### config.mk
export PLATFORM = sky130hd
export DESIGN_NAME = icache_repl
export DESIGN_NICKNAME = d
export VERILOG_FILES = /design/src/common/icache_pkg.sv /design/src/icache/icache_repl.sv
export VERILOG_INCLUDE_DIRS = /design/src /design/src/common
export SDC_FILE = /design/constraint.sdc
export NUM_CORES = 1
export LEC_CHECK = 0
export BUFFER_PORTS_ARGS = -buffer_cell sky130_fd_sc_hd__buf_4
export CORE_AREA = 2 2 39 41
export DETAILED_ROUTE_END_ITERATION = 10
export DIE_AREA = 0 0 41 43
export HOLD_SLACK_MARGIN = 0.05
export PLACE_DENSITY = 0.52
export RECOVER_POWER = 50
export SLEW_MARGIN = 20
export SYNTH_ARGS = -nofsm -noshare
export SYNTH_HDL_FRONTEND = slang
export SYNTH_SLANG_ARGS = --single-unit
### constraint.sdc
create_clock -name clk_i -period 1.05 [get_ports clk_i]
set_input_delay 0.0525 -clock clk_i [delete_from_list [all_inputs] [get_ports clk_i]]
set_output_delay 0.0525 -clock clk_i [all_outputs]
set_load 0.005 [all_outputs]
### src/common/icache_cfg.svh
// size constants of the instruction cache, included by the package, the RTL and the testbench
`ifndef ICACHE_CFG_SVH
`define ICACHE_CFG_SVH

// associativity
`define ICACHE_WAYS 4

// number of sets, each indexed by the bits above the line offset
`define ICACHE_SETS 16

// bytes per cache line, one refill moves a whole line
`define ICACHE_LINE_BYTES 16

// physical byte address width of a fetch
`define ICACHE_ADDR_WIDTH 16

// width of one fetched instruction word
`define ICACHE_FETCH_WIDTH 32

`endif

### src/common/icache_pkg.sv
// shared types of the instruction cache, imported by the cache RTL and the testbench
`default_nettype none

`include "icache_cfg.svh"

package icache_pkg;

  // address field widths, derived from the size macros
  localparam int unsigned OFF_W = $clog2(`ICACHE_LINE_BYTES);
  localparam int unsigned IDX_W = $clog2(`ICACHE_SETS);
  localparam int unsigned TAG_W = `ICACHE_ADDR_WIDTH - IDX_W - OFF_W;
  localparam int unsigned WAY_W = $clog2(`ICACHE_WAYS);

  typedef logic [`ICACHE_ADDR_WIDTH-1:0]     addr_t;
  typedef logic [TAG_W-1:0]                  tag_t;
  typedef logic [IDX_W-1:0]                  index_t;
  typedef logic [OFF_W-1:0]                  offset_t;
  typedef logic [8*`ICACHE_LINE_BYTES-1:0]   line_t;
  typedef logic [`ICACHE_FETCH_WIDTH-1:0]    word_t;
  typedef logic [WAY_W-1:0]                  way_idx_t;
  typedef logic [`ICACHE_WAYS-1:0]           way_mask_t;

  // controller FSM
  typedef enum logic [1:0] {FLUSH, IDLE, READ, MISS} ctrl_state_e;

  // kind of packet on the return port
  typedef enum logic {FILL = 1'b0, INV = 1'b1} rtrn_type_e;

  // pick the fetch word at a byte offset, the low two offset bits are ignored
  function automatic word_t line_word(line_t line, offset_t off);
    int unsigned sel;
    sel = int'(off[OFF_W-1:2]);
    return line[sel*`ICACHE_FETCH_WIDTH +: `ICACHE_FETCH_WIDTH];
  endfunction

endpackage

`default_nettype wire

### src/icache/icache_repl.sv
// picks the victim way of a refill from the lowest invalid way or from an 8-bit LFSR
`timescale 1ns/1ps
`default_nettype none

module icache_repl import icache_pkg::*; (
  input  logic      clk_i,
  input  logic      rst_ni,
  input  way_mask_t valid_mask_i,
  input  logic      fill_i,
  output way_idx_t  victim_way_o
);

  logic     all_valid;
  way_idx_t inv_way;
  logic [7:0] lfsr_q;

  assign all_valid = &valid_mask_i;

  // scan from the top so the lowest invalid way wins
  always_comb begin
    inv_way = '0;
    for (int w = `ICACHE_WAYS - 1; w >= 0; w--) begin
      if (!valid_mask_i[w]) begin
        inv_way = way_idx_t'(w);
      end
    end
  end

  assign victim_way_o = all_valid ? lfsr_q[WAY_W-1:0] : inv_way;

  // galois LFSR for x^8 + x^6 + x^5 + x^4 + 1
  always_ff @(posedge clk_i or negedge rst_ni) begin
    if (!rst_ni) begin
      lfsr_q <= 8'hff;
    end else if (fill_i && all_valid) begin
      lfsr_q <= (lfsr_q >> 1) ^ (lfsr_q[0] ? 8'hb8 : 8'h00);
    end
  end

endmodule

`default_nettype wire

==> flow_summary.html <==
<table>
<tr><th>Metric</th><th>Value</th></tr>
<tr><th colspan="2">Outcome</th></tr>
<tr><td>Run status</td><td>complete, but fails checks</td></tr>
<tr><td>Failing checks</td><td>negative setup slack</td></tr>
<tr><th colspan="2">Worst setup path</th></tr>
<tr><td>Crit path arrival time</td><td>1.08 ns</td></tr>
<tr><td>Worst setup SP type</td><td>flip-flop</td></tr>
<tr><td>Crit path capture type</td><td>output port</td></tr>
<tr><td>Maximum fanout along the worst path</td><td>2</td></tr>
<tr><td>Startpoint-to-endpoint class of the critical path</td><td>flip-flop to output port</td></tr>
<tr><td>Slowest cell on the critical path</td><td>sky130_fd_sc_hd__dfstp_2</td></tr>
<tr><td>Cell breakdown of the critical path</td><td>o21ai_1 -&gt; a21boi_1 -&gt; buf_4</td></tr>
<tr><td>Largest stage delay on the critical path</td><td>~0.53 ns</td></tr>
<tr><td>Required time at the worst-slack endpoint</td><td>1.00 ns</td></tr>
<tr><th colspan="2">Cells and area</th></tr>
<tr><td>Number of fill cells in the layout</td><td>between 100 and 150</td></tr>
<tr><td>Post-layout net count</td><td>49</td></tr>
<tr><td>Biggest regs</td><td>lfsr_q (8)</td></tr>
<tr><td>Fin util</td><td>36.26%</td></tr>
<tr><td>Proportion of layout cells with a drive suffix above 1</td><td>75.00%</td></tr>
<tr><td>Antenna Cells</td><td>0</td></tr>
<tr><td>Synthesis-to-finish area growth</td><td>28.94%</td></tr>
<tr><td>Final Instance Area</td><td>approximately 500 um2</td></tr>
<tr><td>Register ranked first by flip-flop count</td><td>lfsr_q</td></tr>
<tr><td>Number of flip-flops in the largest register</td><td>8</td></tr>
<tr><th colspan="2">Floorplan</th></tr>
<tr><td>Die width</td><td>41 um</td></tr>
<tr><td>Floorplan die height</td><td>43 um</td></tr>
<tr><td>Initial core utilization</td><td>28.12%</td></tr>
<tr><td>Standard-cell rows</td><td>14</td></tr>
<tr><td>Die area</td><td>1763 um2</td></tr>
<tr><td>Top-level port count</td><td>9</td></tr>
<tr><td>Floorplan core area</td><td>1384 um2</td></tr>
<tr><th colspan="2">Global routing</th></tr>
<tr><td>Overall track demand over capacity in global routing</td><td>under 10%</td></tr>
<tr><td>Final global-route overflow total</td><td>0</td></tr>
<tr><td>Antenna violations before repair</td><td>0</td></tr>
<tr><td>Pin count of the biggest net entering global routing</td><td>9</td></tr>
<tr><td>Via count of the first global-routing pass</td><td>264</td></tr>
<tr><td>First-pass GRT wire length</td><td>1035 um</td></tr>
<tr><th colspan="2">Synthesis</th></tr>
<tr><td>Most common library cells after synthesis</td><td>8 x sky130_fd_sc_hd__dfstp_2, 8 x sky130_fd_sc_hd__mux2_2, 3 x sky130_fd_sc_hd__xor2_1</td></tr>
<tr><td>Number of synthesized register bits</td><td>8</td></tr>
<tr><td>Gate Count Post-Synth</td><td>28</td></tr>
<tr><td>Cell area after synthesis</td><td>389.1 um2</td></tr>
<tr><td>Part of the Yosys area used for sequential elements</td><td>54.02%</td></tr>
<tr><td>Count of flip-flops with a built-in enable after synthesis</td><td>0</td></tr>
<tr><td>Distinct cell type count of the synthesized netlist</td><td>11</td></tr>
<tr><td>Synth top area share</td><td>54.02%</td></tr>
<tr><td>Fraction of registers with async set or reset after synthesis</td><td>100.0%</td></tr>
<tr><td>Predominant post-synthesis flop cell</td><td>sky130_fd_sc_hd__dfstp_2</td></tr>
<tr><td>Cell type with the largest total area after synthesis</td><td>sky130_fd_sc_hd__dfstp_2</td></tr>
<tr><td>Warnings from Yosys</td><td>0</td></tr>
<tr><td>Simple-gate share of the synthesized area</td><td>8.360%</td></tr>
<tr><td>Post-synthesis mux area share</td><td>roughly 23%</td></tr>
<tr><td>Avg Synthesized Cell Area</td><td>13.90 um2</td></tr>
<tr><td>Adder-Cell Fraction of Synth Area</td><td>0%</td></tr>
<tr><td>Post-synthesis compound-gate area fraction</td><td>around 4.8%</td></tr>
<tr><td>Cells taking the most area after synthesis</td><td>sky130_fd_sc_hd__dfstp_2 54%, sky130_fd_sc_hd__mux2_2 23%, sky130_fd_sc_hd__xor2_1 6.8%, sky130_fd_sc_hd__nand3_4 4.5%, sky130_fd_sc_hd__and3_4 2.9%</td></tr>
<tr><td>Synthesized-area fraction occupied by xor and xnor cells</td><td>under 10%</td></tr>
<tr><td>Main combinational cell family by area after synthesis</td><td>multiplexers</td></tr>
<tr><td>Post-synth net total</td><td>35</td></tr>
<tr><th colspan="2">Route</th></tr>
<tr><td>Wire length on met1</td><td>258 um</td></tr>
<tr><td>Detail Route Antenna Nets</td><td>0</td></tr>
<tr><td>Routed via count divided by cell count</td><td>4.464</td></tr>
<tr><td>Number of iterations in the first detailed-routing pass</td><td>2</td></tr>
<tr><td>Via total after detailed routing</td><td>250</td></tr>
<tr><td>Met3 layer wire length in the routed design</td><td>approximately 38 um</td></tr>
<tr><td>Total wire length</td><td>644 um</td></tr>
<tr><td>Violation count after the first detailed-routing iteration</td><td>2</td></tr>
<tr><td>Topmost layer with routed signal wires</td><td>met4</td></tr>
<tr><td>Average routed wire per standard cell</td><td>between 10 and 15 um</td></tr>
<tr><td>Total DRC errors in the routed layout</td><td>0</td></tr>
<tr><td>Met2 WL post-DR</td><td>339 um</td></tr>
<tr><th colspan="2">Clocking</th></tr>
<tr><td>Clk_lat worst skew</td><td>0.25 ns</td></tr>
<tr><td>Maximum root-to-sink buffer count</td><td>2</td></tr>
<tr><td>Clock sink count</td><td>8</td></tr>
<tr><td>Count of H-tree levels built during CTS</td><td>1</td></tr>
<tr><td>Buffer type at the clock tree root</td><td>sky130_fd_sc_hd__clkbuf_4</td></tr>
<tr><td>Number of clock buffers inserted by TritonCTS</td><td>3</td></tr>
<tr><td>Clock tree from TritonCTS</td><td>yes</td></tr>
<tr><td>Reg clk slew, reported paths</td><td>0.05 ns</td></tr>
<tr><th colspan="2">STA</th></tr>
<tr><td>Number of endpoints failing setup at the final stage</td><td>5</td></tr>
<tr><td>Fmax</td><td>roughly 0.9 GHz</td></tr>
<tr><td>Ratio of final minimum period to clock period</td><td>107.7%</td></tr>
<tr><td>Crit path setup slack, layout</td><td>-0.08130 ns</td></tr>
<tr><td>Setup repair after global routing missed its margin</td><td>yes</td></tr>
<tr><td>Final critical path time including I/O delays and setup</td><td>1.131 ns</td></tr>
<tr><td>Final-report hold violation count</td><td>0</td></tr>
<tr><td>Clk_skew</td><td>0.0008970 ns</td></tr>
<tr><td>Worst-Margin Slew</td><td>0.3927 ns</td></tr>
<tr><td>Final Max Slew Viols</td><td>0</td></tr>
<tr><td>Slew HR</td><td>73.82%</td></tr>
<tr><th colspan="2">Place</th></tr>
<tr><td>Post-place instance area</td><td>~470 um2</td></tr>
<tr><td>Weighted congestion reported at the end of routability-driven placement</td><td>0.6376</td></tr>
<tr><td>Port bufs</td><td>8</td></tr>
<tr><th colspan="2">Power and ir drop</th></tr>
<tr><td>PwrDens</td><td>1167 nW/um2</td></tr>
<tr><td>Standby leakage power</td><td>0.2362 nW</td></tr>
<tr><td>Maximum ir drop on the vdd rail</td><td>between 0.4 and 0.5 mV</td></tr>
<tr><th colspan="2">Flow run</th></tr>
<tr><td>Max cap viols</td><td>0</td></tr>
<tr><th colspan="2">Hold path</th></tr>
<tr><td>Worst min-delay path class</td><td>input port to flip-flop</td></tr>
</table>
==> cells in the final DEF, fill, tap and decap left out <==
| master | n |
|---|---|
| sky130_fd_sc_hd__dfstp_2 | 8 |
| sky130_fd_sc_hd__o21ai_1 | 1 |
| sky130_fd_sc_hd__nand3_4 | 1 |
| sky130_fd_sc_hd__clkbuf_1 | 1 |
| sky130_fd_sc_hd__clkbuf_4 | 3 |
| sky130_fd_sc_hd__mux2_2 | 8 |
| sky130_fd_sc_hd__inv_2 | 1 |
| sky130_fd_sc_hd__buf_4 | 8 |
| sky130_fd_sc_hd__xor2_1 | 3 |
| sky130_fd_sc_hd__dlygate4sd3_1 | 1 |
| sky130_fd_sc_hd__a21boi_1 | 1 |
| sky130_fd_sc_hd__nand2_1 | 1 |
| sky130_fd_sc_hd__a31oi_1 | 1 |
| sky130_fd_sc_hd__inv_1 | 1 |
| sky130_fd_sc_hd__and3_4 | 1 |
==> report_power, final <==
part	internal, mW	switching [mW]	leakage, nW	total, mW
registers	0.310	0	0.0825	0.310
logic	0.0280	0.0214	0.140	0.0493
clock network	0.130	0.0956	0.0138	0.226
==> repair_timing <==
item	in CTS	in global routing
setup endpoints to repair	2	5
hold buffers	1	0
setup buffers	1	0
endpoints found under the hold margin	8	0
cloned	0	0
gates resized for setup	3	0
pin swaps	2	0
==> cell families (layout without fill, tap and decap cells) <==
family | Yosys count | in the layout
compound gates | 3 | 3
xor+xnor | 3 | 3
buf+inv | 3 | 15
flops | 8 | 8
mux | 8 | 8
simple gates | 3 | 3
==> layout make-up <==
cell class              instances  area [um2]  area share, %
clock buffers                   3       22.52          4.489
well taps                      16       20.02          3.990
repair buffers                 10       73.82          14.71
flip-flops and latches          8       210.2          41.90
inverters                       2       7.507          1.496
multi-input cells              17       167.7          33.42
==> per-layer routing <==
metal	global-route usage (%)	vias up
li1	-	120
met1	8.696	120
met2	14.69	8
met3	4.712	2
met4	10.00	0
met5	0	-
==> worst max-delay path: cells and delay by family, from the launching register on <==
family,cells,cell delay [ns]
DFF,1,0.53
AOI/OAI and AO/OA,2,0.18
buffers and inverters,1,0.12
==> metrics by stage <==
stage | hold slack [ns] | setup slack (ns) | setup TNS (ns) | total power [mW] | instances
global placement | 0.05895 | 0.05310 | 0 | 0.3614 | 51
global route | 0.2385 | -0.1434 | -0.4318 | 0.6214 | 56
detailed placement | 0.06099 | 0.01319 | 0 | 0.3628 | 51
finish | 0.2334 | -0.08130 | -0.1684 | 0.5854 | 56
floorplan | -0.09534 | 0.01022 | 0 | 0.3268 | 28
CTS | 0.2229 | -0.1029 | -0.2326 | 0.6039 | 56
==> worst paths after layout <==
path	startpoint	endpoint	slack [ns]	depth (start not counted)
min in group asynchronous	rst_ni	lfsr_q[1]	0.53	2
min	valid_mask_i[3]	lfsr_q[0]	0.23	3
max	lfsr_q[0]	victim_way_o[0]	-0.08	3
max reg2reg	lfsr_q[0]	lfsr_q[4]	-0.01	3
min reg2reg	lfsr_q[3]	lfsr_q[2]	0.62	1
max in group asynchronous	rst_ni	lfsr_q[5]	0.50	2
Note: power is estimated with default switching activity, not from simulation.
