--- src/common/icache_cfg.svh ---
// size constants of the instruction cache, included by the package, the RTL and the testbench
`ifndef ICACHE_CFG_SVH
`define ICACHE_CFG_SVH

// associativity
`define ICACHE_WAYS 4

// number of sets, each indexed by the bits above the line offset
`define ICACHE_SETS 16

// bytes per cache line, one refill moves a whole line
`define ICACHE_LINE_BYTES 16

// physical byte address width of a fetch
`define ICACHE_ADDR_WIDTH 16

// width of one fetched instruction word
`define ICACHE_FETCH_WIDTH 32

`endif

--- src/common/icache_pkg.sv ---
// shared types of the instruction cache, imported by the cache RTL and the testbench
`default_nettype none

`include "icache_cfg.svh"

package icache_pkg;

  // address field widths, derived from the size macros
  localparam int unsigned OFF_W = $clog2(`ICACHE_LINE_BYTES);
  localparam int unsigned IDX_W = $clog2(`ICACHE_SETS);
  localparam int unsigned TAG_W = `ICACHE_ADDR_WIDTH - IDX_W - OFF_W;
  localparam int unsigned WAY_W = $clog2(`ICACHE_WAYS);

  typedef logic [`ICACHE_ADDR_WIDTH-1:0]     addr_t;
  typedef logic [TAG_W-1:0]                  tag_t;
  typedef logic [IDX_W-1:0]                  index_t;
  typedef logic [OFF_W-1:0]                  offset_t;
  typedef logic [8*`ICACHE_LINE_BYTES-1:0]   line_t;
  typedef logic [`ICACHE_FETCH_WIDTH-1:0]    word_t;
  typedef logic [WAY_W-1:0]                  way_idx_t;
  typedef logic [`ICACHE_WAYS-1:0]           way_mask_t;

  // controller FSM
  typedef enum logic [1:0] {FLUSH, IDLE, READ, MISS} ctrl_state_e;

  // kind of packet on the return port
  typedef enum logic {FILL = 1'b0, INV = 1'b1} rtrn_type_e;

  // pick the fetch word at a byte offset, the low two offset bits are ignored
  function automatic word_t line_word(line_t line, offset_t off);
    int unsigned sel;
    sel = int'(off[OFF_W-1:2]);
    return line[sel*`ICACHE_FETCH_WIDTH +: `ICACHE_FETCH_WIDTH];
  endfunction

endpackage

`default_nettype wire

--- src/common/icache_array_if.sv ---
// connects the cache controller to the tag, valid and data arrays
`timescale 1ns/1ps
`default_nettype none

interface icache_array_if import icache_pkg::*; ();

  // lookup, result shows up one cycle later
  logic      lookup_en;
  index_t    lookup_idx;
  tag_t      cmp_tag;
  offset_t   word_off;

  // line write into the victim way
  logic      fill_en;
  index_t    fill_idx;
  line_t     fill_line;

  // valid clear of one set, all ways
  logic      clr_en;
  index_t    clr_idx;

  // results from the arrays
  logic      hit;
  word_t     hit_word;
  way_mask_t valid_mask;

  modport ctrl (
    output lookup_en, lookup_idx, cmp_tag, word_off,
    output fill_en, fill_idx, fill_line, clr_en, clr_idx,
    input  hit, hit_word, valid_mask
  );

  modport array (
    input  lookup_en, lookup_idx, cmp_tag, word_off,
    input  fill_en, fill_idx, fill_line, clr_en, clr_idx,
    output hit, hit_word, valid_mask
  );

endinterface

`default_nettype wire

--- src/icache/icache_ctrl.sv ---
// cache controller FSM that handles flush, lookup, line refill and set invalidation
`timescale 1ns/1ps
`default_nettype none

`include "icache_cfg.svh"

module icache_ctrl import icache_pkg::*; (
  input  logic       clk_i,
  input  logic       rst_ni,
  input  logic       flush_i,
  input  logic       fetch_req_i,
  input  addr_t      fetch_addr_i,
  output logic       fetch_ready_o,
  output logic       fetch_valid_o,
  output word_t      fetch_data_o,
  output logic       mem_req_o,
  output addr_t      mem_addr_o,
  input  logic       mem_ack_i,
  input  logic       mem_rtrn_vld_i,
  input  rtrn_type_e mem_rtrn_type_i,
  input  line_t      mem_rtrn_data_i,
  input  index_t     mem_rtrn_idx_i,
  output logic       miss_o,
  output logic       fill_o,
  icache_array_if.ctrl arr
);

  ctrl_state_e state_d, state_q;
  logic        flush_d, flush_q;
  logic        inv_en;
  logic        fill_rtrn;
  logic        accept;
  logic        flush_done;
  index_t      flush_cnt_q;
  addr_t       addr_q;
  // fields of the accepted request
  tag_t        tag_q;
  index_t      idx_q;
  offset_t     off_q;

  assign {tag_q, idx_q, off_q} = addr_q;

  assign accept     = fetch_req_i & fetch_ready_o;
  assign inv_en     = mem_rtrn_vld_i & (mem_rtrn_type_i == INV);
  assign fill_rtrn  = mem_rtrn_vld_i & (mem_rtrn_type_i == FILL);
  assign flush_done = (flush_cnt_q == index_t'(`ICACHE_SETS - 1));

  // refill always asks for the whole line
  assign mem_addr_o = {tag_q, idx_q, {OFF_W{1'b0}}};

  //////////////////////////////////////////////////////////////////////
  // main FSM
  //////////////////////////////////////////////////////////////////////

  always_comb begin
    state_d       = state_q;
    flush_d       = flush_q | flush_i;
    fetch_ready_o = 1'b0;
    fetch_valid_o = 1'b0;
    mem_req_o     = 1'b0;
    miss_o        = 1'b0;
    fill_o        = 1'b0;
    arr.lookup_en = 1'b0;
    unique case (state_q)
      FLUSH: begin
        if (flush_done) begin
          state_d = IDLE;
          flush_d = 1'b0;
        end
      end
      IDLE: begin
        if (flush_d) begin
          state_d = FLUSH;
        // a busy return port carries an inval so no lookup starts
        end else if (!mem_rtrn_vld_i) begin
          fetch_ready_o = 1'b1;
          if (fetch_req_i) begin
            arr.lookup_en = 1'b1;
            state_d       = READ;
          end
        end
      end
      READ: begin
        if (arr.hit) begin
          fetch_valid_o = 1'b1;
          state_d       = flush_d ? FLUSH : IDLE;
          // back to back hits
          if (!flush_d && !mem_rtrn_vld_i) begin
            fetch_ready_o = 1'b1;
            if (fetch_req_i) begin
              arr.lookup_en = 1'b1;
              state_d       = READ;
            end
          end
        end else begin
          mem_req_o = 1'b1;
          if (mem_ack_i) begin
            miss_o  = 1'b1;
            state_d = MISS;
          end
        end
      end
      MISS: begin
        // fill and forward in the same cycle
        if (fill_rtrn) begin
          fetch_valid_o = 1'b1;
          fill_o        = 1'b1;
          state_d       = flush_d ? FLUSH : IDLE;
        end
      end
      default: state_d = FLUSH;
    endcase
  end

  // array side
  assign arr.lookup_idx = accept ? fetch_addr_i[OFF_W +: IDX_W] : idx_q;
  assign arr.cmp_tag    = tag_q;
  assign arr.word_off   = off_q;
  assign arr.fill_en    = fill_o;
  assign arr.fill_idx   = idx_q;
  assign arr.fill_line  = mem_rtrn_data_i;
  // flush walk has priority over a returning inval
  assign arr.clr_en     = (state_q == FLUSH) | inv_en;
  assign arr.clr_idx    = (state_q == FLUSH) ? flush_cnt_q : mem_rtrn_idx_i;

  // word straight from the return port while a miss is open
  assign fetch_data_o = (state_q == MISS) ? line_word(mem_rtrn_data_i, off_q) : arr.hit_word;

  //////////////////////////////////////////////////////////////////////
  // registers
  //////////////////////////////////////////////////////////////////////

  always_ff @(posedge clk_i or negedge rst_ni) begin
    if (!rst_ni) begin
      state_q     <= FLUSH;
      flush_q     <= 1'b0;
      flush_cnt_q <= '0;
    end else begin
      state_q <= state_d;
      flush_q <= flush_d;
      if (state_q == FLUSH) begin
        flush_cnt_q <= flush_done ? '0 : flush_cnt_q + 1'b1;
      end
    end
  end

  // request address
  always_ff @(posedge clk_i) begin
    if (accept) begin
      addr_q <= fetch_addr_i;
    end
  end

  // refill request and its line address hold until the acknowledge
  a_req_stable : assert property (
    @(posedge clk_i) disable iff (!rst_ni)
      mem_req_o && !mem_ack_i |=> mem_req_o && $stable(mem_addr_o)
  ) else $error("refill request dropped or changed before its acknowledge");

  // fills are only sent for an acknowledged refill
  a_fill_in_miss : assert property (
    @(posedge clk_i) disable iff (!rst_ni) fill_rtrn |-> (state_q == MISS)
  ) else $error("fill return outside of a miss");

endmodule

`default_nettype wire

--- src/flat_wrapper.sv ---
// flat-port wrapper written by rule: the top's interface ports become plain ports
module icache_ctrl_flat import icache_pkg::*;
  (clk_i, rst_ni, flush_i, fetch_req_i, fetch_addr_i, fetch_ready_o, fetch_valid_o, fetch_data_o, mem_req_o, mem_addr_o, mem_ack_i, mem_rtrn_vld_i, mem_rtrn_type_i, mem_rtrn_data_i, mem_rtrn_idx_i, miss_o, fill_o, arr_lookup_en, arr_lookup_idx, arr_cmp_tag, arr_word_off, arr_fill_en, arr_fill_idx, arr_fill_line, arr_clr_en, arr_clr_idx, arr_hit, arr_hit_word, arr_valid_mask);
  icache_array_if arr_i ();
  input  logic clk_i;
  input  logic rst_ni;
  input  logic flush_i;
  input  logic fetch_req_i;
  input  addr_t fetch_addr_i;
  output logic fetch_ready_o;
  output logic fetch_valid_o;
  output word_t fetch_data_o;
  output logic mem_req_o;
  output addr_t mem_addr_o;
  input  logic mem_ack_i;
  input  logic mem_rtrn_vld_i;
  input  rtrn_type_e mem_rtrn_type_i;
  input  line_t mem_rtrn_data_i;
  input  index_t mem_rtrn_idx_i;
  output logic miss_o;
  output logic fill_o;
  output wire logic [$bits(arr_i.lookup_en)-1:0] arr_lookup_en;
  output wire logic [$bits(arr_i.lookup_idx)-1:0] arr_lookup_idx;
  output wire logic [$bits(arr_i.cmp_tag)-1:0] arr_cmp_tag;
  output wire logic [$bits(arr_i.word_off)-1:0] arr_word_off;
  output wire logic [$bits(arr_i.fill_en)-1:0] arr_fill_en;
  output wire logic [$bits(arr_i.fill_idx)-1:0] arr_fill_idx;
  output wire logic [$bits(arr_i.fill_line)-1:0] arr_fill_line;
  output wire logic [$bits(arr_i.clr_en)-1:0] arr_clr_en;
  output wire logic [$bits(arr_i.clr_idx)-1:0] arr_clr_idx;
  input wire logic [$bits(arr_i.hit)-1:0] arr_hit;
  input wire logic [$bits(arr_i.hit_word)-1:0] arr_hit_word;
  input wire logic [$bits(arr_i.valid_mask)-1:0] arr_valid_mask;
  assign arr_lookup_en = arr_i.lookup_en;
  assign arr_lookup_idx = arr_i.lookup_idx;
  assign arr_cmp_tag = arr_i.cmp_tag;
  assign arr_word_off = arr_i.word_off;
  assign arr_fill_en = arr_i.fill_en;
  assign arr_fill_idx = arr_i.fill_idx;
  assign arr_fill_line = arr_i.fill_line;
  assign arr_clr_en = arr_i.clr_en;
  assign arr_clr_idx = arr_i.clr_idx;
  assign arr_i.hit = arr_hit;
  assign arr_i.hit_word = arr_hit_word;
  assign arr_i.valid_mask = arr_valid_mask;
  icache_ctrl u_core (.clk_i(clk_i), .rst_ni(rst_ni), .flush_i(flush_i), .fetch_req_i(fetch_req_i), .fetch_addr_i(fetch_addr_i), .fetch_ready_o(fetch_ready_o), .fetch_valid_o(fetch_valid_o), .fetch_data_o(fetch_data_o), .mem_req_o(mem_req_o), .mem_addr_o(mem_addr_o), .mem_ack_i(mem_ack_i), .mem_rtrn_vld_i(mem_rtrn_vld_i), .mem_rtrn_type_i(mem_rtrn_type_i), .mem_rtrn_data_i(mem_rtrn_data_i), .mem_rtrn_idx_i(mem_rtrn_idx_i), .miss_o(miss_o), .fill_o(fill_o), .arr(arr_i));
endmodule
--- config.mk ---
export PLATFORM = sky130hd
export DESIGN_NAME = icache_ctrl_flat
export DESIGN_NICKNAME = d
export VERILOG_FILES = /design/src/common/icache_pkg.sv /design/src/common/icache_array_if.sv /design/src/icache/icache_ctrl.sv /design/src/flat_wrapper.sv
export VERILOG_INCLUDE_DIRS = /design/src /design/src/common
export SDC_FILE = /design/constraint.sdc
export NUM_CORES = 1
export LEC_CHECK = 0
export BUFFER_PORTS_ARGS = -buffer_cell sky130_fd_sc_hd__buf_2
export CAP_MARGIN = 10
export CORE_AREA = 2 2 156 158
export DETAILED_ROUTE_END_ITERATION = 8
export DIE_AREA = 0 0 158 160
export GPL_ROUTABILITY_DRIVEN = 0
export HOLD_SLACK_MARGIN = 0.08
export PLACE_DENSITY = 0.4
export SLEW_MARGIN = 20
export SYNTH_ARGS = -nofsm -noshare
export SYNTH_HDL_FRONTEND = slang
export SYNTH_SLANG_ARGS = --single-unit
--- constraint.sdc ---
create_clock -name clk_i -period 2.65 [get_ports clk_i]
set_clock_uncertainty 0.1 [all_clocks]
set_input_delay 0.1325 -clock clk_i [delete_from_list [all_inputs] [get_ports clk_i]]
set_output_delay 0.1325 -clock clk_i [all_outputs]
set_load 0.02 [all_outputs]
==> reports/qor.txt, run 1 <==
Portion of netlist area occupied by mux cells - 38.2%
Num CTS Buffers - 3
Ant. Diodes - 0
DR pass1 iterations - 4
CTS Sinks - 23
Crit path time final - 2.37 ns
Syn-to-layout area delta - 44.0%
Initial antenna violation count - 0
Synthesized flop and latch total - 23
Pwr/cell area - 361 nW/um^2
WP buf/inv - 2
Chip height - 160 um
Layout cells sized above 1 - 84.6%
FMAX - 422 MHz
Area leader, netlist - buf_4
Worst EP required - 2.42 ns
Global route overflow - 0
Cell family with the largest share of critical-path delay - simple AND/OR/NAND/NOR gates
Top-Level Pins - 400
Synth Area in XOR/XNOR - 0.253%
Final setup violation count - 0
Hold slack - 0.122 ns
Final Cycle Share - 89.4%
CTS clk-pin slew, worst paths - 0.06 ns
Filler cells - 2666
Crit path max fanout - 6
Main combinational cell family by area after synthesis - multiplexers
Gr usage total - 8.91%
Number of synthesis warnings - 0
Seq/Total Area, Yosys - 18.9%
Synth Area in Adders - 2.17%
DRC viols - 0
Syn Inst Count - 298
Max_cap viols - 0
Finished Core Util - 20.9%
Hold/Removal Path Class - in -> async
Synth Area in Simple Gates - 2.46%
Cell variety after synth - 34
Vias per Instance - 3.56
Clk_lat worst skew - 0.26 ns
Clock tree root driver cell - clkbuf_16
Status - finished clean
Vias in the first global route - 2932
Die X - 158 um
Worst R2R Setup Slack - 0.50 ns
Global-route wire length before repair - 17200 um
Syn avg cell area - 11.6 um^2
Routed vias - 3161
Leak Pwr - 2.57 nW
Final slew viol count - 0
Largest net degree at the start of global routing - 23
Share of the synthesized area in the top cell type - 31.5%
Crit path largest cell delay - 0.38 ns
Final hold vios - 0
Post-CTS resize count - 0
Clock Path Buffers - 2
Die area - 25300 um^2
Nets - 764
CTS tree - built
DRT Wirelength - 12900 um
Setup TNS - 0 ns
Slowest CP cell - dfrtp_1
Mapped Area - 3460 um^2
Compound-cell area share of the yosys netlist - 2.57%
Initial cell density of the core - 14.5%
CP Capture Type - primary output
Row Count - 57
Initial DRC Count - 90
Post-route ant nets - 0
Depth of the CTS H-tree - 1
Core Box Area - 23800 um^2
RSZ-0062 raised after global routing - false
Critical path cell sequence - inv_1, ha_1, a21oi_1, and4bb_2, nand2_1, mux2_2, buf_2
Synth area leaders - buf_4 (31%), mux4_2 (20%), edfxtp_1 (14%)
Crit path arrival time - 2.14 ns
Per-cell routed wire length - 14.5 um
I/O Buffers - 391
Critical path type - reg -> out
Worst setup SP type - flop
HPWL Detailed - 11300 um
Peak VDD IR - 0.330 mV
cell families (layout without fill, tap and decap cells):
logic type	after synthesis	count (layout)
compound gates	14	14
xor+xnor	1	1
fa+ha+maj	6	6
buf+inv	164	428
flops	23	23
mux	75	75
other cells	1	4
simple gates	14	14
power by group:
group / switching [W] / leakage (nW) / internal [W]
combinational: 0.000529 / 2.30 / 0.000449
clock: 0.000130 / 0.0409 / 0.000203
sequential: 0.0000557 / 0.226 / 0.000431
per-stage QoR:
| step | area [um^2] | std cells | power [W] | worst slack [ns] |
|---|---|---|---|---|
| 6_report | 4980 | 889 | 0.00180 | 0.281 |
| 5_1_grt | 4980 | 889 | 0.00190 | 0.108 |
| 4_1_cts | 4980 | 889 | 0.00182 | 0.259 |
| 3_5_place_dp | 4730 | 868 | 0.00146 | 0.539 |
| 3_3_place_gp | 4730 | 868 | 0.00146 | 0.550 |
| 2_1_floorplan | 3470 | 301 | 0.00119 | 0.522 |
final cells by class:
cell class / count / area (um^2) / area share, %
Timing Repair Buffer: 417 / 2220 / 44.5
Clock inverter: 1 / 5.00 / 0.100
Clock buffer: 3 / 75.1 / 1.51
Multi-Input combinational cell: 114 / 1600 / 32.1
Sequential cell: 23 / 656 / 13.2
Inverter: 7 / 26.3 / 0.527
Tap cell: 324 / 405 / 8.13
worst paths after layout:
check	from	end	cells after the start
setup / recovery	u_core.state_q[0]	arr_lookup_idx[3]	7
hold / removal	rst_ni	u_core.flush_cnt_q[0]	2
setup reg to reg	u_core.state_q[0]	u_core.addr_q[12]	7
hold reg to reg	u_core.flush_cnt_q[3]	u_core.flush_cnt_q[3]	1
max in group asynchronous	rst_ni	u_core.state_q[0]	2
min in group clk_i	flush_i	u_core.flush_q	3
Yosys cell counts (all sizes together):
master	instances
buf	155
mux2	41
mux4	32
edfxtp	16
dfrtp	7
inv	7
ha	6
a21oi	4
nand2	4
o21ai	4
a21o	2
clkbuf	2
mux2i	2
nand3	2
a221oi	1
a41oi	1
and2	1
and2b	1
and4bb	1
conb	1
nand3b	1
nand4	1
nor2	1
nor2b	1
nor3b	1
o2111ai	1
o31ai	1
xnor2	1
cell usage in the layout (no fill, tap or decap), types with 4 or more instances in the layout:
cell type,instances
ha_1,5
nand2_1,4
mux2_4,30
mux4_2,30
o21ai_0,4
mux2_2,11
edfxtp_1,16
dfrtp_1,7
inv_1,7
a21oi_1,4
conb_1,4
dlygate4sd3_1,17
buf_4,7
buf_2,391
state kept, by name (all words and copies together) (netlist names):
register / cells
u_core.addr_q: 16
u_core.state_q: 2
u_core.flush_cnt_q: 4
u_core.flush_q: 1
layer usage:
metal / GRT usage (%) / up-vias / part of all wire, %
met4: 1.72 / 0 / 0.66
met1: 10.9 / 1502 / 40
met3: 0.597 / 5 / 7.4
met2: 17.0 / 196 / 52
li1: - / 1458 / -
met5: 0 / - / 0
timing repair:
action                    CTS  global route
hold endpoints to repair   23             0
hold buffers               17             0
buffers inserted            0             0
(Power assumes the default switching activity.)
==> run 2, diff against run 1 <==
--- a/config.mk
+++ b/config.mk
@@ -6,14 +6,17 @@
 export SDC_FILE = /design/constraint.sdc
 export NUM_CORES = 1
 export LEC_CHECK = 0
+export ABC_AREA = 1
 export BUFFER_PORTS_ARGS = -buffer_cell sky130_fd_sc_hd__buf_2
 export CAP_MARGIN = 10
-export CORE_AREA = 2 2 156 158
+export CELL_PAD_IN_SITES_DETAIL_PLACEMENT = 1
+export CELL_PAD_IN_SITES_GLOBAL_PLACEMENT = 1
+export CORE_AREA = 2 2 154 156
 export DETAILED_ROUTE_END_ITERATION = 8
-export DIE_AREA = 0 0 158 160
+export DIE_AREA = 0 0 156 158
 export GPL_ROUTABILITY_DRIVEN = 0
 export HOLD_SLACK_MARGIN = 0.08
-export PLACE_DENSITY = 0.4
+export PLACE_DENSITY = 0.63
 export SLEW_MARGIN = 20
 export SYNTH_ARGS = -nofsm -noshare
 export SYNTH_HDL_FRONTEND = slang
==> run 2 against run 1 <==
Highest routed layer unchanged. Critical path type unchanged. Clock power rose by 3%. Total power rose by 0.57%. Via count is 40% higher. Count of clock-buffer cells in the layout unchanged. Wire length grew 30%. Combinational power up 1%. Utilization rose by 0.91 points. Sequential share of layout area decreased by 0.13 points. Flip-flop and latch count unchanged. Cell area grew 1.0%. Area after synthesis up 2.8%. Sequential power down 2%.
==> reports/qor.txt, run 2 <==
Status - finished clean
Crit path max fanout - 20
Worst EP required - 2.42 ns
Die X - 156 um
Gr usage total - 12.1%
Layout cells sized above 1 - 49.6%
CP Capture Type - primary output
Psw - 0.000807 W
Top-Level Pins - 400
Critical path type - reg -> out
RSZ-0062 raised after global routing - false
CTS Sinks - 23
Most common cell after layout, fill and taps aside - buf_2
Pwr/cell area - 359 nW/um^2
Chip height - 158 um
Row Count - 56
Slack of the critical path - 0.362 ns
Async S/R FF share, synth - 30.4%
DRT Wirelength - 16800 um
Core Box Area - 23100 um^2
Global route overflow - 0
Post-route ant nets - 0
Worst setup SP type - flop
DRC viols - 0
Int Pwr - 0.00100 W
HPWL Detailed - 14000 um
DR pass1 iterations - 4
Worst R2R Start - u_core.state_q[0]
Die area - 24600 um^2
Synth area leaders - buf_4 (31%), nand2_1 (14%), edfxtp_1 (14%)
Most common flop cell mapped by yosys - edfxtp_1
CTS clk-pin slew, worst paths - 0.06 ns
Peak VDD IR - 0.425 mV
Initial antenna violation count - 0
Number of synthesis warnings - 0
Per-cell routed wire length - 14.9 um
Most frequent cells in the layout - buf_2 (391), nand2_1 (136), nor2_1 (106)
Crit path time final - 2.29 ns
Clock tree root driver cell - clkbuf_16
Routed vias - 4438
Dpl ws - 0.525 ns
Vias in the first global route - 4197
Num CTS Buffers - 3
Seq/Total Area, Yosys - 18.4%
Syn Inst Count - 580
Synthesized flop and latch total - 23
Clock Path Buffers - 2
Hold/Removal Path Class - in -> async
Syn-to-layout area delta - 41.5%
Largest register FFs - 16
Final Cycle Share - 86.3%
Comb power frac - 54.7%
FMAX - 437 MHz
Ant. Diodes - 0
I/O Buffers - 391
Depth of the CTS H-tree - 1
Top cells by count, synth - buf_4 (146), nand2_1 (136), nor2_1 (106), o21ai_1 (55), o21ai_0 (46)
Final slew viol count - 0
Worst R2R Setup Slack - 0.74 ns
R2R Path End - u_core.addr_q[2]
Clock power frac - 19.0%
EDFF count, synth - 16
Vias per Instance - 3.94
Nets - 1036
Leak Pwr - 2.81 nW
Reg with most FFs - u_core.addr_q
Clk_lat worst skew - 0.26 ns
Area leader, netlist - buf_4
R2R depth - 6
Count leader, synth - buf_4
Net Sw Frac - 44.6%
Max_cap viols - 0
Largest net degree at the start of global routing - 46
Final setup violation count - 0
CTS tree - built
Initial DRC Count - 221
Initial cell density of the core - 15.4%
Final hold vios - 0
Cell variety after synth - 25
Global-route wire length before repair - 23500 um
Reg power frac - 26.3%
Share of the synthesized area in the top cell type - 30.8%
Top flop regs - u_core.addr_q (16), u_core.flush_cnt_q (4), u_core.state_q (2)
Mapped Area - 3560 um^2
Setup TNS - 0 ns
Syn avg cell area - 6.13 um^2
Crit path arrival time - 2.06 ns
## run 2: worst max-delay path by stage
stage | slack (ns) | cells after the start | end | startpoint
after CTS | 0.24 | 9 | arr_lookup_idx[1] | u_core.state_q[0]
after global routing | 0.12 | 9 | arr_lookup_idx[0] | u_core.state_q[0]
after detailed placement | 0.52 | 9 | arr_lookup_idx[1] | u_core.state_q[0]
after global placement | 0.58 | 9 | arr_lookup_idx[1] | u_core.state_q[0]
after floorplan | 0.87 | 6 | fill_o | u_core.state_q[0]
final | 0.36 | 9 | arr_lookup_idx[1] | u_core.state_q[0]
## run 2: kinds of logic (layout without fill, tap and decap cells)
kind of cell,after synthesis,after routing,synth area share (%)
buf+inv,191,445,36.9
simple gates,252,252,27.2
flops,23,23,18.4
other cells,1,4,0.105
compound gates,107,107,15.2
fa+ha+maj,6,6,2.11
## run 2: routing by layer
| layer | part of all wire (%) | vias to the layer above | track usage (%) |
|---|---|---|---|
| li1 | - | 2202 | - |
| met1 | 41 | 2028 | 14.8 |
| met2 | 52 | 203 | 23.7 |
| met3 | 6.3 | 5 | 1.12 |
| met4 | 0.51 | 0 | 1.18 |
| met5 | 0 | - | 0 |
## run 2: critical path, stage by stage (launching register included)
cell and delay [ns]:
dfrtp_1 0.41, inv_1 0.12, ha_1 0.25, a21oi_1 0.12, nor2_1 0.10, nand2_1 0.20, inv_4 0.28, nand2_1 0.08
nand2_1 0.06, buf_2 0.16
## run 2: repair_timing
item                       CTS  global route
gates resized for setup      0             2
setup endpoints to repair    0             1
hold endpoints to repair    23             0
hold buffers                17             0
setup buffers                0             0
## run 2: through the flow
stage / power, W / instance area [um^2] / hold WS [ns] / std cells / utilization [%]
floorplan: 0.00117 / 3570 / -0.263 / 583 / -
global placement: 0.00145 / 4780 / -0.123 / 1106 / 20.7
detailed placement: 0.00146 / 4780 / -0.118 / 1106 / 20.7
CTS: 0.00183 / 5030 / 0.139 / 1127 / 21.8
global route: 0.00195 / 5030 / 0.175 / 1127 / 21.8
finish: 0.00181 / 5030 / 0.149 / 1127 / 21.8
## run 2: cell type report
| cell class | instances | area (um^2) |
|---|---|---|
| tap | 290 | 363 |
| clock inverter | 1 | 7.51 |
| multi-input combinational | 369 | 1600 |
| fill | 3020 | 18000 |
| timing repair buffer | 422 | 2260 |
| inverter | 19 | 73.8 |
| clock buffer | 3 | 75.1 |
| sequential | 23 | 656 |
## run 2: power by group through the flow
stage	Combinational [W]	Clock, W	Sequential, W
final	0.000990	0.000343	0.000476
after global routing	0.00109	0.000363	0.000488
after CTS	0.00100	0.000353	0.000476
after detailed placement	0.000977	0	0.000483
after global placement	0.000970	0	0.000483
after floorplan	0.000693	0	0.000472
==> run 3, diff against run 2 <==
--- a/config.mk
+++ b/config.mk
@@ -16,7 +16,7 @@
 export DIE_AREA = 0 0 156 158
 export GPL_ROUTABILITY_DRIVEN = 0
 export HOLD_SLACK_MARGIN = 0.08
-export PLACE_DENSITY = 0.63
+export PLACE_DENSITY = 0.76
 export SLEW_MARGIN = 20
 export SYNTH_ARGS = -nofsm -noshare
 export SYNTH_HDL_FRONTEND = slang
==> run 3 against run 2 <==
Die area stayed put. Wire length is 2.7% lower. Worst hold slack worse by 0.0021 ns.
==> reports/qor.txt, run 3 (synthesized netlist as in run 2, its figures left out) <==
Hold/Removal Path Class - in -> async
Peak VDD IR - 0.370 mV
Syn-to-layout area delta - 40.1%
Cell family with the largest share of critical-path delay - buffers and inverters
Per-cell routed wire length - 14.6 um
Status - finished clean
Crit path arrival time - 2.11 ns
Clock tree root driver cell - clkbuf_16
Final slew viol count - 0
Num CTS Buffers - 3
CTS Sinks - 23
Vias in the first global route - 4179
Largest register FFs - 16
I/O Buffers - 391
Leak Pwr - 2.78 nW
Pwr/cell area - 360 nW/um^2
Final Cycle Share - 88.5%
Worst EP required - 2.42 ns
DRT Wirelength - 16300 um
Nets - 1030
Slowest CP cell - dfrtp_1
R2R Path End - u_core.addr_q[2]
Die area - 24600 um^2
Crit path max fanout - 20
Final setup violation count - 0
Row Count - 56
Cell Count, Final, Fillers Out - 1121
CTS tree - built
Initial cell density of the core - 15.4%
Global-route wire length before repair - 22900 um
Die X - 156 um
Chip height - 158 um
CP Capture Type - primary output
Worst path most repeated cell - nand2_1
Top-Level Pins - 400
Initial DRC Count - 204
Ant. Diodes - 0
Crit path largest cell delay - 0.41 ns
Finished Core Util - 21.6%
Setup TNS - 0 ns
Vias per Instance - 3.95
Post CTS Setup Buffer Count - 0
Max_cap viols - 0
Routed vias - 4430
Clk_lat worst skew - 0.25 ns
Clock Path Buffers - 2
Crit path time final - 2.35 ns
Post-route ant nets - 0
Reg with most FFs - u_core.addr_q
Gr usage total - 11.7%
Filler cells - 3018
HPWL Detailed - 13500 um
DRC viols - 0
R2R depth - 6
DR pass1 iterations - 4
Depth of the CTS H-tree - 1
RSZ-0062 raised after global routing - false
Post-CTS resize count - 0
DP Cell Count - 1100
Global route overflow - 0
Top flop regs - u_core.addr_q (16), u_core.flush_cnt_q (4), u_core.state_q (2)
CTS clk-pin slew, worst paths - 0.06 ns
Worst R2R Setup Slack - 0.66 ns
Worst setup SP type - flop
Critical path type - reg -> out
Most common cell after layout, fill and taps aside - buf_2
WP buf/inv - 3
Initial antenna violation count - 0
Critical path cell sequence - inv_1, ha_1, a21oi_1, nor2_1, nand2_1, inv_2, nand2_1, nand2_1, buf_2
Core Box Area - 23100 um^2
Most frequent cells in the layout - buf_2 (391), nand2_1 (136), nor2_1 (106)
Largest net degree at the start of global routing - 66
FMAX - 426 MHz
Layout cells sized above 1 - 49.1%
Final hold vios - 0
Worst R2R Start - u_core.state_q[0]
## run 3: changes by cell type in the layout (fill, tap and decap cells not counted), sizes merged
| cell | before | now |
|---|---|---|
| clkbuf | 3 | 4 |
| clkinvlp | 1 | 0 |
| buf | 405 | 399 |
## run 3: worst max-delay path by stage
stage | slack (ns) | from | to | depth (start not counted)
after floorplan | 0.87 | u_core.state_q[0] | fill_o | 6
after global placement | 0.59 | u_core.state_q[0] | arr_lookup_idx[0] | 9
after detailed placement | 0.54 | u_core.state_q[0] | arr_lookup_idx[0] | 9
after CTS | 0.26 | u_core.state_q[0] | arr_lookup_idx[0] | 9
after global routing | 0.06 | u_core.state_q[0] | arr_lookup_idx[1] | 9
final | 0.30 | u_core.state_q[0] | arr_lookup_idx[0] | 9
## run 3: routing by layer
metal / share of wire (%) / global-route usage (%) / up-vias
li1: - / - / 2197
met1: 41 / 14.3 / 2036
met2: 52 / 22.6 / 193
met3: 6.1 / 1.15 / 4
met4: 0.66 / 1.22 / 0
met5: 0 / 0 / -
## run 3: cell type report
cell class | count | area (um^2) | share of cell area, %
sequential | 23 | 656 | 13.2
clock buffer | 4 | 78.8 | 1.58
timing repair buffer | 416 | 2210 | 44.4
tap | 290 | 363 | 7.28
inverter | 19 | 71.3 | 1.43
multi-input combinational | 369 | 1600 | 32.2
## run 3: metrics by stage
stage	area, um^2	hold slack (ns)	setup WS, ns	total power (W)
after global placement	4730	-0.128	0.590	0.00144
final	4980	0.147	0.304	0.00179
after floorplan	3570	-0.263	0.868	0.00117
after global routing	4980	0.163	0.0579	0.00194
after detailed placement	4730	-0.125	0.544	0.00146
after CTS	4980	0.146	0.264	0.00182
## run 3: where the power goes
group / total [W] / leakage [nW] / internal, W / switching, W
clock: 0.000330 / 0.0382 / 0.000205 / 0.000125
sequential: 0.000476 / 0.226 / 0.000431 / 0.0000454
combinational: 0.000988 / 2.52 / 0.000368 / 0.000620
total: 0.00179 / 2.78 / 0.00100 / 0.000790
## run 3: repair_timing
action / 4_1_cts / 5_1_grt
setup endpoints to repair: 0 / 0
hold buffers: 17 / 0
endpoints found under the hold margin: 23 / 0
